`config.mk`:
```
export PLATFORM = sky130hd
export DESIGN_NAME = conv_engine
export DESIGN_NICKNAME = d
export VERILOG_FILES = /design/src/rtl/conv_pkg.sv /design/src/rtl/mul_stage.sv /design/src/rtl/acc_stage.sv /design/src/rtl/conv_unit.sv /design/src/rtl/conv_out.sv /design/src/rtl/conv_engine.sv
export VERILOG_INCLUDE_DIRS = /design/src /design/src/rtl
export SDC_FILE = /design/constraint.sdc
export NUM_CORES = 1
export LEC_CHECK = 0
export ABC_AREA = 1
export ABC_CLOCK_PERIOD_IN_PS = 5900
export BUFFER_PORTS_ARGS = -buffer_cell sky130_fd_sc_hd__buf_2
export CELL_PAD_IN_SITES_DETAIL_PLACEMENT = 0
export CELL_PAD_IN_SITES_GLOBAL_PLACEMENT = 2
export CORE_MARGIN = 4
export CORE_UTILIZATION = 37
export DETAILED_ROUTE_END_ITERATION = 7
export PLACE_DENSITY = 0.81
export REMOVE_ABC_BUFFERS = 1
export SLEW_MARGIN = 30
export SYNTH_ARGS = -nofsm -noshare
export SYNTH_HDL_FRONTEND = slang
export SYNTH_SLANG_ARGS = --single-unit
```
`constraint.sdc`:
```
create_clock -name aclk -period 5.9 [get_ports aclk]
set_clock_uncertainty 0.2 [all_clocks]
set_input_delay 1.18 -clock aclk [delete_from_list [all_inputs] [get_ports aclk]]
set_output_delay 1.18 -clock aclk [all_outputs]
set_load 0.03 [all_outputs]
```
`src/rtl/conv_params.svh`:
```
//##########################################################
// sizing macros of the convolution datapath
// kernel width, operand widths and user flag bit positions
//##########################################################

`ifndef CONV_PARAMS_SVH
`define CONV_PARAMS_SVH

// one datapath per kernel column
`define CONV_KW           3                  // kernel width and number of datapaths

// operand and result widths
`define CONV_PIX_W        8                  // signed pixel width
`define CONV_WGT_W        8                  // signed weight width
`define CONV_SUM_W        32                 // accumulator and output width

// user flags that travel with every beat
`define CONV_USER_W       3                  // width of the flag vector
`define CONV_U_1X1        0                  // 1x1 mode, datapath 0 goes straight out
`define CONV_U_RELU       1                  // clamp negative results to zero
`define CONV_U_BLOCK_LAST 2                  // last column of an image row, carries restart

`endif

```
`src/rtl/conv_pkg.sv`:
```
//##########################################################
// shared types of the convolution engine
// scalar typedefs and the beat structs passed between stages
//##########################################################

`include "conv_params.svh"

package conv_pkg;

    //##########################################################
    // scalar types
    //##########################################################

    typedef logic signed [`CONV_PIX_W-1:0]             pixel_t;    // one input pixel
    typedef logic signed [`CONV_WGT_W-1:0]             weight_t;   // one kernel weight
    typedef logic signed [`CONV_PIX_W+`CONV_WGT_W-1:0] product_t;  // full width pixel x weight
    typedef logic signed [`CONV_SUM_W-1:0]             sum_t;      // accumulator and output word
    typedef logic        [`CONV_USER_W-1:0]            user_t;     // per column user flags

    //##########################################################
    // beats between pipeline stages
    //##########################################################

    typedef struct packed {
        pixel_t                    pixel;    // pixel of the current input channel
        weight_t [`CONV_KW-1:0]    weights;  // one weight per datapath, index 0 is leftmost
        logic                      last;     // closes the column
        user_t                     user;     // flags of the column
    } in_beat_t;

    typedef struct packed {
        logic                      valid;    // products hold a real beat
        product_t [`CONV_KW-1:0]   product;  // pixel times each weight
        logic                      last;     // column end travels along
        user_t                     user;
    } prod_beat_t;

    typedef struct packed {
        logic                      valid;    // high only for a completed column
        sum_t [`CONV_KW-1:0]       sum;      // channel sums of each datapath
        user_t                     user;
    } col_sum_t;

    typedef struct packed {
        logic                      valid;    // one output column
        sum_t                      data;
        user_t                     user;
    } out_beat_t;

endpackage

```
`src/rtl/mul_stage.sv`:
```
//##########################################################
// multiply stage of the convolution unit
// registers the accepted beat and one product per datapath
//##########################################################

`timescale 1ns/1ns

`include "conv_params.svh"

module mul_stage (
    input  logic                 aclk,
    input  logic                 rst,
    input  logic                 advance,    // global pipeline enable
    input  logic                 s_valid,    // beat present at the input
    input  conv_pkg::in_beat_t   s_beat,
    output conv_pkg::prod_beat_t prod
);

    logic                              valid_q;    // a beat sits in the product register
    logic                              last_q;     // beat closed its column
    conv_pkg::user_t                   user_q;     // flags carried with the beat
    conv_pkg::product_t [`CONV_KW-1:0] product_q;  // registered multiplier bank

    //##########################################################
    // control
    //##########################################################

    always_ff @(posedge aclk) begin
        if (rst) begin
            valid_q <= 1'b0;                 // empty pipeline after reset
        end else if (advance) begin
            valid_q <= s_valid;              // a gap on the input becomes a bubble here
        end
    end

    //##########################################################
    // multiplier bank
    //##########################################################

    always_ff @(posedge aclk) begin
        if (advance && s_valid) begin                   // payload only moves with a real beat
            last_q <= s_beat.last;
            user_q <= s_beat.user;
            for (int i = 0; i < `CONV_KW; i++) begin
                // the same pixel meets every weight of the kernel row
                product_q[i] <= $signed(s_beat.pixel) * $signed(s_beat.weights[i]);
            end
        end
    end

    assign prod = '{valid: valid_q, product: product_q, last: last_q, user: user_q};

endmodule

```
`src/rtl/acc_stage.sv`:
```
//##########################################################
// channel accumulators of the convolution unit
// one running sum per datapath, emitted at each column end
//##########################################################

`timescale 1ns/1ns

`include "conv_params.svh"

module acc_stage (
    input  logic                 aclk,
    input  logic                 rst,
    input  logic                 advance,   // global pipeline enable
    input  conv_pkg::prod_beat_t prod,      // products from the multiply stage
    output conv_pkg::col_sum_t   col        // completed column sums
);

    logic                          closed_q;     // previous valid beat ended a column
    logic                          col_valid_q;  // sums below are a finished column
    conv_pkg::user_t               user_q;       // flags of the finished column
    conv_pkg::sum_t [`CONV_KW-1:0] acc_q;        // running channel sums
    conv_pkg::sum_t [`CONV_KW-1:0] acc_next;     // sums after adding the current products

    //##########################################################
    // accumulate
    //##########################################################

    always_comb begin
        for (int i = 0; i < `CONV_KW; i++) begin
            // a new column starts from zero instead of the old total
            acc_next[i] = (closed_q ? '0 : acc_q[i])
                        + conv_pkg::sum_t'($signed(prod.product[i]));
        end
    end

    always_ff @(posedge aclk) begin
        if (rst) begin
            acc_q       <= '0;                          // accumulators start at zero
            closed_q    <= 1'b0;
            col_valid_q <= 1'b0;
        end else if (advance) begin
            col_valid_q <= prod.valid && prod.last;     // exactly one advanced cycle per column
            if (prod.valid) begin
                acc_q    <= acc_next;
                closed_q <= prod.last;                  // next beat will restart the sums
            end
        end
    end

    // the flags only matter on the column that is presented
    always_ff @(posedge aclk) begin
        if (advance && prod.valid && prod.last) begin
            user_q <= prod.user;
        end
    end

    assign col = '{valid: col_valid_q, sum: acc_q, user: user_q};

endmodule

```
`src/rtl/conv_unit.sv`:
```
//##########################################################
// convolution unit with multiply and accumulate stages
// snaking carries build the horizontal sum of each column
//##########################################################

`timescale 1ns/1ns

`include "conv_params.svh"

module conv_unit (
    input  logic                aclk,
    input  logic                rst,
    input  logic                advance,    // global pipeline enable
    input  logic                s_valid,
    input  conv_pkg::in_beat_t  s_beat,
    output conv_pkg::out_beat_t unit_col    // full column result before relu
);

    conv_pkg::prod_beat_t          prod;         // multiply stage to accumulators
    conv_pkg::col_sum_t            col;          // column sums of all datapaths
    conv_pkg::sum_t [`CONV_KW-2:0] carry_q;      // partial sums snaking to the right
    logic                          is_1x1;       // column skips the snake
    logic                          restart;      // carries clear after this column
    logic                          out_valid_q;
    conv_pkg::sum_t                out_data_q;
    conv_pkg::user_t               out_user_q;

    assign is_1x1  = col.user[`CONV_U_1X1];
    assign restart = is_1x1 || col.user[`CONV_U_BLOCK_LAST];    // 1x1 also breaks the row

    mul_stage mul_stage_i (
        .aclk    (aclk),
        .rst     (rst),
        .advance (advance),
        .s_valid (s_valid),
        .s_beat  (s_beat),
        .prod    (prod)
    );

    acc_stage acc_stage_i (
        .aclk    (aclk),
        .rst     (rst),
        .advance (advance),
        .prod    (prod),
        .col     (col)
    );

    //##########################################################
    // snake carries, left to right
    //##########################################################

    always_ff @(posedge aclk) begin
        if (rst) begin
            carry_q     <= '0;                          // no earlier columns count
            out_valid_q <= 1'b0;
        end else if (advance) begin
            out_valid_q <= col.valid;
            if (col.valid) begin
                if (restart) begin
                    carry_q <= '0;                      // the output below still used the old carries
                end else begin
                    carry_q[0] <= col.sum[0];           // leftmost datapath has nothing to its left
                    for (int i = 1; i < `CONV_KW - 1; i++) begin
                        carry_q[i] <= col.sum[i] + carry_q[i-1];
                    end
                end
            end
        end
    end

    // rightmost datapath closes the kernel with everything carried so far
    always_ff @(posedge aclk) begin
        if (advance && col.valid) begin
            out_user_q <= col.user;
            out_data_q <= is_1x1 ? col.sum[0] : col.sum[`CONV_KW-1] + carry_q[`CONV_KW-2];
        end
    end

    assign unit_col = '{valid: out_valid_q, data: out_data_q, user: out_user_q};

endmodule

```
`src/rtl/conv_out.sv`:
```
//##########################################################
// output register of the convolution engine
// relu, back-pressure hold and the pipeline advance enable
//##########################################################

`timescale 1ns/1ns

`include "conv_params.svh"

module conv_out (
    input  logic                aclk,
    input  logic                rst,
    input  conv_pkg::out_beat_t unit_col,  // column from the convolution unit
    output logic                advance,   // moves every stage of the pipeline
    output logic                m_valid,
    output conv_pkg::sum_t      m_data,
    output conv_pkg::user_t     m_user,
    input  logic                m_ready
);

    logic            valid_q;     // output register holds a column
    conv_pkg::sum_t  data_q;
    conv_pkg::user_t user_q;
    conv_pkg::sum_t  relu_data;   // column after the optional clamp

    assign advance = !valid_q || m_ready;               // stalls only when a held column is refused

    // a set sign bit means negative
    assign relu_data = (unit_col.user[`CONV_U_RELU] && unit_col.data[`CONV_SUM_W-1]) ?
                       '0 : unit_col.data;

    always_ff @(posedge aclk) begin
        if (rst) begin
            valid_q <= 1'b0;
        end else if (advance) begin
            valid_q <= unit_col.valid;                  // drains as the consumer takes it
        end
    end

    always_ff @(posedge aclk) begin
        if (advance && unit_col.valid) begin            // held stable while stalled
            data_q <= relu_data;
            user_q <= unit_col.user;
        end
    end

    assign m_valid = valid_q;
    assign m_data  = data_q;
    assign m_user  = user_q;

endmodule

```
`src/rtl/conv_engine.sv`:
```
//##########################################################
// top level of the convolution engine
// convolution unit and output register on the two streams
//##########################################################

`timescale 1ns/1ns

module conv_engine (
    input  logic                aclk,
    input  logic                rst,

    // input stream, one pixel and one kernel row per beat
    input  logic                s_valid,
    input  conv_pkg::in_beat_t  s_beat,
    output logic                s_ready,

    // output stream, one word per column
    output logic                m_valid,
    output conv_pkg::sum_t      m_data,
    output conv_pkg::user_t     m_user,
    input  logic                m_ready
);

    logic                advance;     // shared enable of all stages
    conv_pkg::out_beat_t unit_col;    // column result before relu

    conv_unit conv_unit_i (
        .aclk     (aclk),
        .rst      (rst),
        .advance  (advance),
        .s_valid  (s_valid),
        .s_beat   (s_beat),
        .unit_col (unit_col)
    );

    conv_out conv_out_i (
        .aclk     (aclk),
        .rst      (rst),
        .unit_col (unit_col),
        .advance  (advance),
        .m_valid  (m_valid),
        .m_data   (m_data),
        .m_user   (m_user),
        .m_ready  (m_ready)
    );

    assign s_ready = advance;         // a beat enters whenever the pipeline moves

endmodule

```
# --- Yosys cells after proc, flatten, opt, wreduce, memory -nomap -nowiden ---
# Cells that the tools add are included.
classes:
  add_sub_neg: 5
  multipliers: 3
  mux: 5
  reduce_logical: 12
ops:
  columns: ["cell", "n"]
  rows:
  - ["$add 32x32->32", 5]
  - ["$mux 32", 4]
  - ["$mux 64", 1]
  - ["$mul 8x8->16", 3]
  - ["$logic_and 1x1->1", 7]
  - ["$reduce_and 2->1", 2]
  - ["$logic_or 1x1->1", 2]
  - ["$logic_not 1->1", 1]
word_totals:
  register_bits: 290
  inputBits: 40
  output_inout_bits: 37
  wordCells: 45

# --- Logic depth before layout (Yosys ltp) ---
# Gate-level depths: netlist (run 1).
logic_depth:
  depth_word: 4
  depth_mapped: 21
  mapped_depth_nobuf: 20

# --- Cells and area by module ---
# From an unflattened synthesis (run 1), not the netlist that was laid out.
hier_totals:
  cells_unflattened: 4769
  hier_area_um2: 30675.7
modules_own_cells:
  columns: ["mod", "n_inst", "cells_each", "area_per_inst_um2", "seq_area_each_um2"]
  rows:
  - ["acc_stage", 1, 2126, 11443.5, 2052.0]
  - ["mul_stage", 1, 1239, 9857.0, 1581.5]
  - ["conv_unit", 1, 1294, 7996.4, 2352.3]
  - ["conv_out", 1, 110, 1378.8, 1071.0]

# --- Worst setup path after synthesis (run 1) ---
# Ideal clock, no wire load.
synth_timing:
  path_type: "input port to flip-flop"
  from: "input port s_beat[29] in the netlist's numbering"
  to: "register conv_unit_i.mul_stage_i.product_q, in the netlist conv_unit_i.mul_stage_i.prod[48], data pin"
  setup_ns: 0.260
  arrival_ns: 4.756
  required_time_ns: 5.440
  path_slack_ns: 0.684
  stages: 16
  n_path_buf: 1
  cell_sequence: "clkbuf_1 -> nand2_1 -> fa_1 -> fa_1 -> inv_1 -> fa_1 -> inv_1 -> fa_1 -> inv_1 -> ha_1 -> a21oi_1 -> o21ai_0 -> a21oi_1 -> nor2_1 -> nor2_1 -> xor2_1"
synth_via:
  elab_chain_cells: 1
synth_lines:
  columns: ["element", "line_no", "rtl"]
  rows:
  - ["start, declared", "conv_engine.sv:14", "input conv_pkg::in_beat_t s_beat,"]
  - ["$mul 8x8->16", "mul_stage.sv:46", "product_q[i] <= $signed(s_beat.pixel) * $signed(s_beat.weights[i]);"]
  - ["end signal, assigned by index", "mul_stage.sv:46", null]
  - ["end, declared", "mul_stage.sv:22", "conv_pkg::product_t [`CONV_KW-1:0] product_q;"]
# No other way between the ends.
# A chain may end at the register's enable or synchronous reset.

# --- Worst setup path in the final report (run 1) ---
layout_timing:
  from: "input port s_beat[30] in the netlist's numbering"
  to: "register conv_unit_i.mul_stage_i.product_q, in the netlist conv_unit_i.mul_stage_i.prod[18], data pin"
# Same word-level chain as after synthesis.

==> impl_results.md, run 1 <==
* Part of the total power dissipated in combinational logic at 53.3%
* Number of placement rows at 103
* Tcrit/Tclk final at 87.0%
* Max incr delay on CP at 0.53 ns
* Worst-Margin Slew at 0.945 ns
* CTS H-Tree Depth at 2
* Post-cts gate resize count at 0
* Post-CTS clock slew at the launch and capture registers of the worst setup and hold paths at 0.06 ns
* Post-CTS Setup Inserts at 0
* Reg power frac at 25.1%
* Standard cell with the maximum stage delay on the critical path: sky130_fd_sc_hd__fa_1
* Via count of the first global-routing pass at 26278
* Post-synth cell types at 48
* Met2 Use GR at 37.2%
* Met1 Track Usage GR at 30.7%
* Synthesized area divided by synthesized cell count at 6.61 um^2
* CP Data Arrival Time at 5.24 ns
* Clock Sink Count at 290
* Aggregate global routing overflow at 0
* Area delta synth->final at 9.21%
* Buffers & Inverters on Critical Path at 4
* Ports at 77
* Final antenna diode count at 0
* Final setup violation count at 0
* Met3 track demand over resource at 1.94%
* Post-Layout Inst Area at 0.0323 mm^2
* RSZ-0062 raised after global routing: false
* Worst Slack Setup Final at 0.765 ns
* Final routed wire length divided by cell count at 16.8 um
* Synthesis Warnings at 0
* Number of failing hold endpoints at the final stage at 0
* Sum Neg Setup Slack at 0 ns
* Headroom to the max-slew limit at 37.0%
* Number of max-slew violations in the final report at 0
* Share of cells above drive strength 1 at 4.57%
* Die Ht at 291 um
* Most used routing layer: met2
* Fraction of the core area covered by cells at the end of the flow at 40.8%
* Number of max-cap violations at 0
* Required time at the worst-slack endpoint at 6.01 ns
* Synthesized cell area at 0.0296 mm^2
* Family with the most delay on the worst path: adder cells
* Clock share of power at 21.7%
* Peak supply drop at 0.000253 V
* Top fanout value on the critical path at 21
* Maximum number of pins on one net before global-route repair at 124
* DP Wirelength at 76300 um
* Detailed Route Iter0 Violations at 1544
* Endpoint class of the critical path: flip-flop
* Overall track demand over capacity in global routing at 22.1%
* TritonCTS buffer count at 37
* Tmin final at 5.13 ns
* Clock latency of the later-clocked register in the worst-skew pair at 0.58 ns
* Switching power share of the total at 45.4%
* CTS Hold Bufs at 0
* Clock tree root driver cell: sky130_fd_sc_hd__clkbuf_16
* Final WL at 93500 um
* Total of buffers placed on input and output ports at 76
* Internal power contribution at 6.00 mW
* CP dominant cell by count: sky130_fd_sc_hd__fa_1
* Initial antenna violation count at 3
* Standard cell core area at 0.0791 mm^2
* Number of search-and-repair iterations in the first detailed-routing pass at 5
* Count of nets after finishing at 4953
* Leakage power at 17.9 nW
* Outcome: finished clean
* Switching power summed over all nets at 4.98 mW
* Remaining DRCs at 0
* Power Dens Cells at 340 mW/mm^2
* Cell accounting for the most synthesized area: sky130_fd_sc_hd__nand2_1
* Die X-Extent at 291 um
* Routed via count at 26396
* Worst hold slack across all endpoints at 0.219 ns
* Yosys top cell area share at 16.1%
* Setup crit start kind: input pin
* Antenna Nets Post-Route at 0
* Area of placed instances at 0.0310 mm^2
* Wire length of the first global-routing pass at 148000 um
* Yosys reg bits at 290
* Sequential area share after synthesis at 23.9%
* Initial Utilization at 37.4%
* Tightest Hold Check Type: reg -> reg
* Crit-path cells: buf_2, nand2_1, fa_1, fa_1, inv_1, fa_1, inv_1, fa_1, inv_1, ha_1, nand2_1, o21ai_0, nand2_1, o211ai_1, a31oi_1, xor2_1
* Vias/cell at 4.73
* TritonCTS clock tree: done
* Placer's final routability congestion estimate at 0.892
* Post-placement worst setup slack at 0.147 ns
* Instance count of the mapped netlist at 4471
* Max Fclk at 195 MHz
* Total die area at 0.0845 mm^2
* Top post-synthesis cells by area: sky130_fd_sc_hd__nand2_1 (16%), sky130_fd_sc_hd__inv_1 (13%), sky130_fd_sc_hd__edfxtp_1 (13%)
* CTS Buffer Depth at 3
* Type of the worst setup path: in -> reg
[path summary, 6_finish.rpt]
check / startpoint / to / slack, ns / cells past startpoint
max reg2reg: conv_unit_i.acc_stage_i.closed_q$_SDFFE_PP0P_ / conv_unit_i.acc_stage_i.col[62]$_SDFFE_PP0P_ / 2.54 / 14
min reg2reg: conv_unit_i.out_user_q[2]$_DFFE_PP_ / conv_out_i.m_user[2]$_DFFE_PP_ / 0.22 / 0
max: s_beat[30] / conv_unit_i.mul_stage_i.prod[18]$_DFFE_PP_ / 0.77 / 16
min: conv_unit_i.out_user_q[2]$_DFFE_PP_ / conv_out_i.m_user[2]$_DFFE_PP_ / 0.22 / 0
[layout by cell type, fill, tap and decap left out, drive strengths merged, types with 30 or more instances in the layout]
cell / synthesis / routed
nand2: 1279 / 1279
inv: 1041 / 1045
nor2: 369 / 369
a21oi: 342 / 342
ha: 242 / 242
nand3: 232 / 232
fa: 170 / 170
dfxtp: 165 / 165
o21ai: 155 / 155
edfxtp: 125 / 125
buf: 23 / 99
xor2: 63 / 63
clkbuf: 85 / 48
nor3: 34 / 34
xnor2: 30 / 30
[power by group through the flow]
stage	Sequential, mW	Combinational (mW)	Clock, mW
6_report	2.75	5.85	2.38
5_1_grt	2.77	6.83	2.52
3_5_place_dp	2.80	5.90	0
3_3_place_gp	2.80	5.89	0
4_1_cts	2.76	5.93	2.44
2_1_floorplan	2.66	4.43	0
[metrics by stage]
| step | std cells | power (mW) |
|---|---|---|
| after global placement | 5511 | 8.68 |
| after floorplan | 4363 | 7.09 |
| final | 5580 | 11.0 |
| after global routing | 5580 | 12.1 |
| after detailed placement | 5511 | 8.70 |
| after CTS | 5579 | 11.1 |
[Yosys cell counts, drive strengths merged]
cell type / instances
a31oi: 4
nor2: 369
nor3: 34
nor4: 3
nand4: 26
a21o: 3
a21oi: 342
nand3: 232
a21boi: 6
nand2: 1279
o31ai: 2
and3: 4
o22ai: 1
o21ai: 155
clkbuf: 85
clkinv: 1
fa: 170
o211ai: 2
edfxtp: 125
o21bai: 21
nand3b: 11
dfxtp: 165
o21a: 2
buf: 23
and2: 6
or2: 23
xnor2: 30
inv: 1041
xor2: 63
ha: 242
a32oi: 1
[per-layer routing]
metal	vias up	wire, um
met5	-	0
met1	12150	44800
met2	410	43200
li1	13734	-
met4	0	2300
met3	102	3270
[registers in the layout, summed over array words and instances, names as in the netlist, 3 cells and up]
signal	count
conv_unit_i.acc_stage_i.col	96
conv_unit_i.mul_stage_i.user_q	3
conv_unit_i.out_data_q	32
conv_unit_i.carry_q	64
conv_unit_i.out_user_q	3
conv_unit_i.mul_stage_i.prod	48
conv_out_i.m_data	32
conv_unit_i.acc_stage_i.user_q	3
conv_out_i.m_user	3
[area by class of cell]
class | count | area [um^2]
clock buffers | 48 | 1040
repair buffers | 99 | 588
fillers | 8789 | 46800
flip-flops and latches | 290 | 7060
inverters | 1042 | 3910
multi-input cells | 3031 | 18100
well taps | 1050 | 1310
clock inverters | 20 | 245
[cells by family after synthesis]
group                    count (synthesis)  synth area share (%)
buffers and inverters                 1150                  14.9
AND/OR/NAND/NOR                       1987                  27.3
XOR/XNOR                                93                  2.75
adder cells (fa/ha/maj)                412                  21.8
AO/OA/AOI/OAI                          539                  9.49
flip-flops                             290                  23.9
(Power assumes the default switching activity.)
==> run 2: changes to the inputs <==
--- a/config.mk
+++ b/config.mk
@@ -7,15 +7,16 @@
 export NUM_CORES = 1
 export LEC_CHECK = 0
 export ABC_AREA = 1
-export ABC_CLOCK_PERIOD_IN_PS = 5900
+export ABC_CLOCK_PERIOD_IN_PS = 6400
 export BUFFER_PORTS_ARGS = -buffer_cell sky130_fd_sc_hd__buf_2
 export CELL_PAD_IN_SITES_DETAIL_PLACEMENT = 0
 export CELL_PAD_IN_SITES_GLOBAL_PLACEMENT = 2
 export CORE_MARGIN = 4
-export CORE_UTILIZATION = 37
+export CORE_UTILIZATION = 39
 export DETAILED_ROUTE_END_ITERATION = 7
-export PLACE_DENSITY = 0.81
+export PLACE_DENSITY = 0.85
 export REMOVE_ABC_BUFFERS = 1
+export SETUP_SLACK_MARGIN = 0.1
 export SLEW_MARGIN = 30
 export SYNTH_ARGS = -nofsm -noshare
 export SYNTH_HDL_FRONTEND = slang
==> constraint.sdc (replaced) <==
create_clock -name aclk -period 6.4 [get_ports aclk]
set_clock_uncertainty 0.2 [all_clocks]
set_input_delay 1.28 -clock aclk [delete_from_list [all_inputs] [get_ports aclk]]
set_output_delay 1.28 -clock aclk [all_outputs]
set_load 0.03 [all_outputs]
==> run 2 against run 1 <==
  * Power down 7.6%
  * Sequential share of layout area increased by 0.10 points
  * Non-clock buffer count shrank 9
==> impl_results.md, run 2 (synthesis gave the netlist of run 1 again) <==
* Outcome: finished clean
* Tightest Hold Check Type: reg -> reg
* RSZ-0062 raised after global routing: false
* Remaining DRCs at 0
* CTS H-Tree Depth at 2
* Number of placement rows at 100
* Final antenna diode count at 0
* Number of max-cap violations at 0
* Worst Slack Setup Final at 1.17 ns
* Post-CTS Setup Inserts at 0
* Tcrit/Tclk final at 81.7%
* Start of the worst register-to-register path: conv_unit_i.acc_stage_i.closed_q$_SDFFE_PP0P_
* Routed via count at 26323
* Hold path cells at 0
* Internal power contribution at 5.53 mW
* CP Data Arrival Time at 5.34 ns
* Most frequent standard cell in the layout excluding fill and tap cells: sky130_fd_sc_hd__nand2_1
* Aggregate global routing overflow at 0
* TritonCTS clock tree: done
* Headroom to the max-slew limit at 34.7%
* Wire length of the first global-routing pass at 146000 um
* Top fanout value on the critical path at 24
* Initial antenna violation count at 4
* DP Wirelength at 74900 um
* Max Fclk at 191 MHz
* Final setup violation count at 0
* Peak supply drop at 0.000238 V
* Register cell area after layout at 0.00706 mm^2
* Clock Sink Count at 290
* Register-to-register path setup slack at 3.09 ns
* Number of search-and-repair iterations in the first detailed-routing pass at 7
* Final routed wire length divided by cell count at 16.8 um
* Post-CTS clock slew at the launch and capture registers of the worst setup and hold paths at 0.06 ns
* Part of the total power dissipated in combinational logic at 52.9%
* Post-cts gate resize count at 0
* Power Dens Cells at 316 mW/mm^2
* Clock share of power at 22.1%
* Endpoint class of the critical path: flip-flop
* Final WL at 92400 um
* Most frequent cells in the layout: sky130_fd_sc_hd__nand2_1 (1271), sky130_fd_sc_hd__inv_1 (1036), sky130_fd_sc_hd__nor2_1 (365), sky130_fd_sc_hd__a21oi_1 (342), sky130_fd_sc_hd__ha_1 (242)
* Hold path startpoint: conv_unit_i.out_user_q[0]$_DFFE_PP_
* Required time at the worst-slack endpoint at 6.51 ns
* CTS Hold Bufs at 0
* Standard cell core area at 0.0748 mm^2
* CTS Buffer Depth at 3
* Detailed Route Iter0 Violations at 1665
* Via count of the first global-routing pass at 26226
* Share of cells above drive strength 1 at 4.51%
* FF-to-FF path depth at 15
* Count of nets after finishing at 4946
* Number of max-slew violations in the final report at 0
* Worst-Margin Slew at 0.980 ns
* Sum Neg Setup Slack at 0 ns
* Initial Utilization at 39.5%
* Switching power share of the total at 45.5%
* Fill cell count at 8210
* Number of failing hold endpoints at the final stage at 0
* Reg power frac at 25.0%
* Worst hold slack across all endpoints at 0.219 ns
* Antenna Nets Post-Route at 0
* FF-to-FF End: conv_unit_i.acc_stage_i.col[32]$_SDFFE_PP0P_
* Placer's final routability congestion estimate at 0.882
* Die Ht at 283 um
* Leakage power at 17.9 nW
* Post-placement worst setup slack at 0.572 ns
* Overall track demand over capacity in global routing at 22.9%
* Ports at 77
* Switching power summed over all nets at 4.62 mW
* Tmin final at 5.23 ns
* Type of the worst setup path: in -> reg
* Area occupied by multi-input gates at 0.0181 mm^2
* Setup crit start kind: input pin
* Maximum number of pins on one net before global-route repair at 79
* Flip-flop count of the largest register, all copies and words added at 96
* TritonCTS buffer count at 39
* Area delta synth->final at 8.70%
* Die X-Extent at 283 um
* Clock tree root driver cell: sky130_fd_sc_hd__clkbuf_16
* Total of buffers placed on input and output ports at 76
* Sum of internal, switching and leakage power at 10.2 mW
* Clock latency of the later-clocked register in the worst-skew pair at 0.58 ns
* Terminating pin of the worst hold path: conv_out_i.m_user[0]$_DFFE_PP_
* Vias/cell at 4.79
* Total die area at 0.0803 mm^2
[run 2: worst max path at each step]
stage / start / endpoint / slack, ns / depth (start not counted)
5_1_grt: s_beat[35] / conv_unit_i.mul_stage_i.prod[35]$_DFFE_PP_ / 0.85 / 18
2_1_floorplan: m_ready / conv_unit_i.acc_stage_i.user_q[0]$_DFFE_PP_ / 1.25 / 6
4_1_cts: s_beat[35] / conv_unit_i.mul_stage_i.prod[35]$_DFFE_PP_ / 1.17 / 18
6_report: s_beat[32] / conv_unit_i.mul_stage_i.prod[49]$_DFFE_PP_ / 1.17 / 16
3_3_place_gp: s_beat[35] / conv_unit_i.mul_stage_i.prod[35]$_DFFE_PP_ / 0.60 / 18
3_5_place_dp: s_beat[35] / conv_unit_i.mul_stage_i.prod[35]$_DFFE_PP_ / 0.57 / 18
[run 2: power by group through the flow]
| stage | Clock [mW] | Combinational [mW] | Sequential [mW] |
|---|---|---|---|
| 4_1_cts | 2.30 | 5.41 | 2.54 |
| 5_1_grt | 2.38 | 6.26 | 2.56 |
| 2_1_floorplan | 0 | 4.08 | 2.45 |
| 3_3_place_gp | 0 | 5.39 | 2.58 |
| 6_report | 2.24 | 5.37 | 2.54 |
| 3_5_place_dp | 0 | 5.38 | 2.58 |
[run 2: worst max-delay path: stages]
cell                      delay (ns)
sky130_fd_sc_hd__buf_2          0.45
sky130_fd_sc_hd__nand2_1        0.16
sky130_fd_sc_hd__fa_1           0.56
sky130_fd_sc_hd__inv_1          0.05
sky130_fd_sc_hd__fa_1           0.46
sky130_fd_sc_hd__fa_1           0.55
sky130_fd_sc_hd__inv_1          0.06
sky130_fd_sc_hd__fa_1           0.53
sky130_fd_sc_hd__inv_1          0.04
sky130_fd_sc_hd__ha_1           0.34
sky130_fd_sc_hd__nand2_1        0.11
sky130_fd_sc_hd__inv_1          0.05
sky130_fd_sc_hd__a21oi_1        0.23
sky130_fd_sc_hd__o21ai_0        0.18
sky130_fd_sc_hd__a21oi_1        0.20
sky130_fd_sc_hd__xnor2_1        0.08
[run 2: cell type report]
type | instances | area share [%]
multi-input combinational | 3031 | 56.4
tap | 969 | 3.77
clock buffer | 45 | 3.17
sequential | 290 | 22.0
clock inverter | 25 | 0.919
timing repair buffer | 90 | 1.58
inverter | 1042 | 12.2
[run 2: layer usage]
layer | track usage (%) | routed length, um | vias up
met2 | 39.8 | 43400 | 392
met5 | 0 | 13 | -
met1 | 31.1 | 43700 | 12136
met4 | 4.10 | 1500 | 2
li1 | - | - | 13726
met3 | 2.72 | 3720 | 67
[run 2: metrics by stage]
step | std cells | area (um^2) | utilization, %
CTS | 5491 | 32100 | 42.9
detailed placement | 5421 | 30800 | 41.2
global route | 5492 | 32100 | 43.0
global placement | 5421 | 30800 | 41.2
finish | 5492 | 32100 | 43.0
floorplan | 4363 | 29100 | -
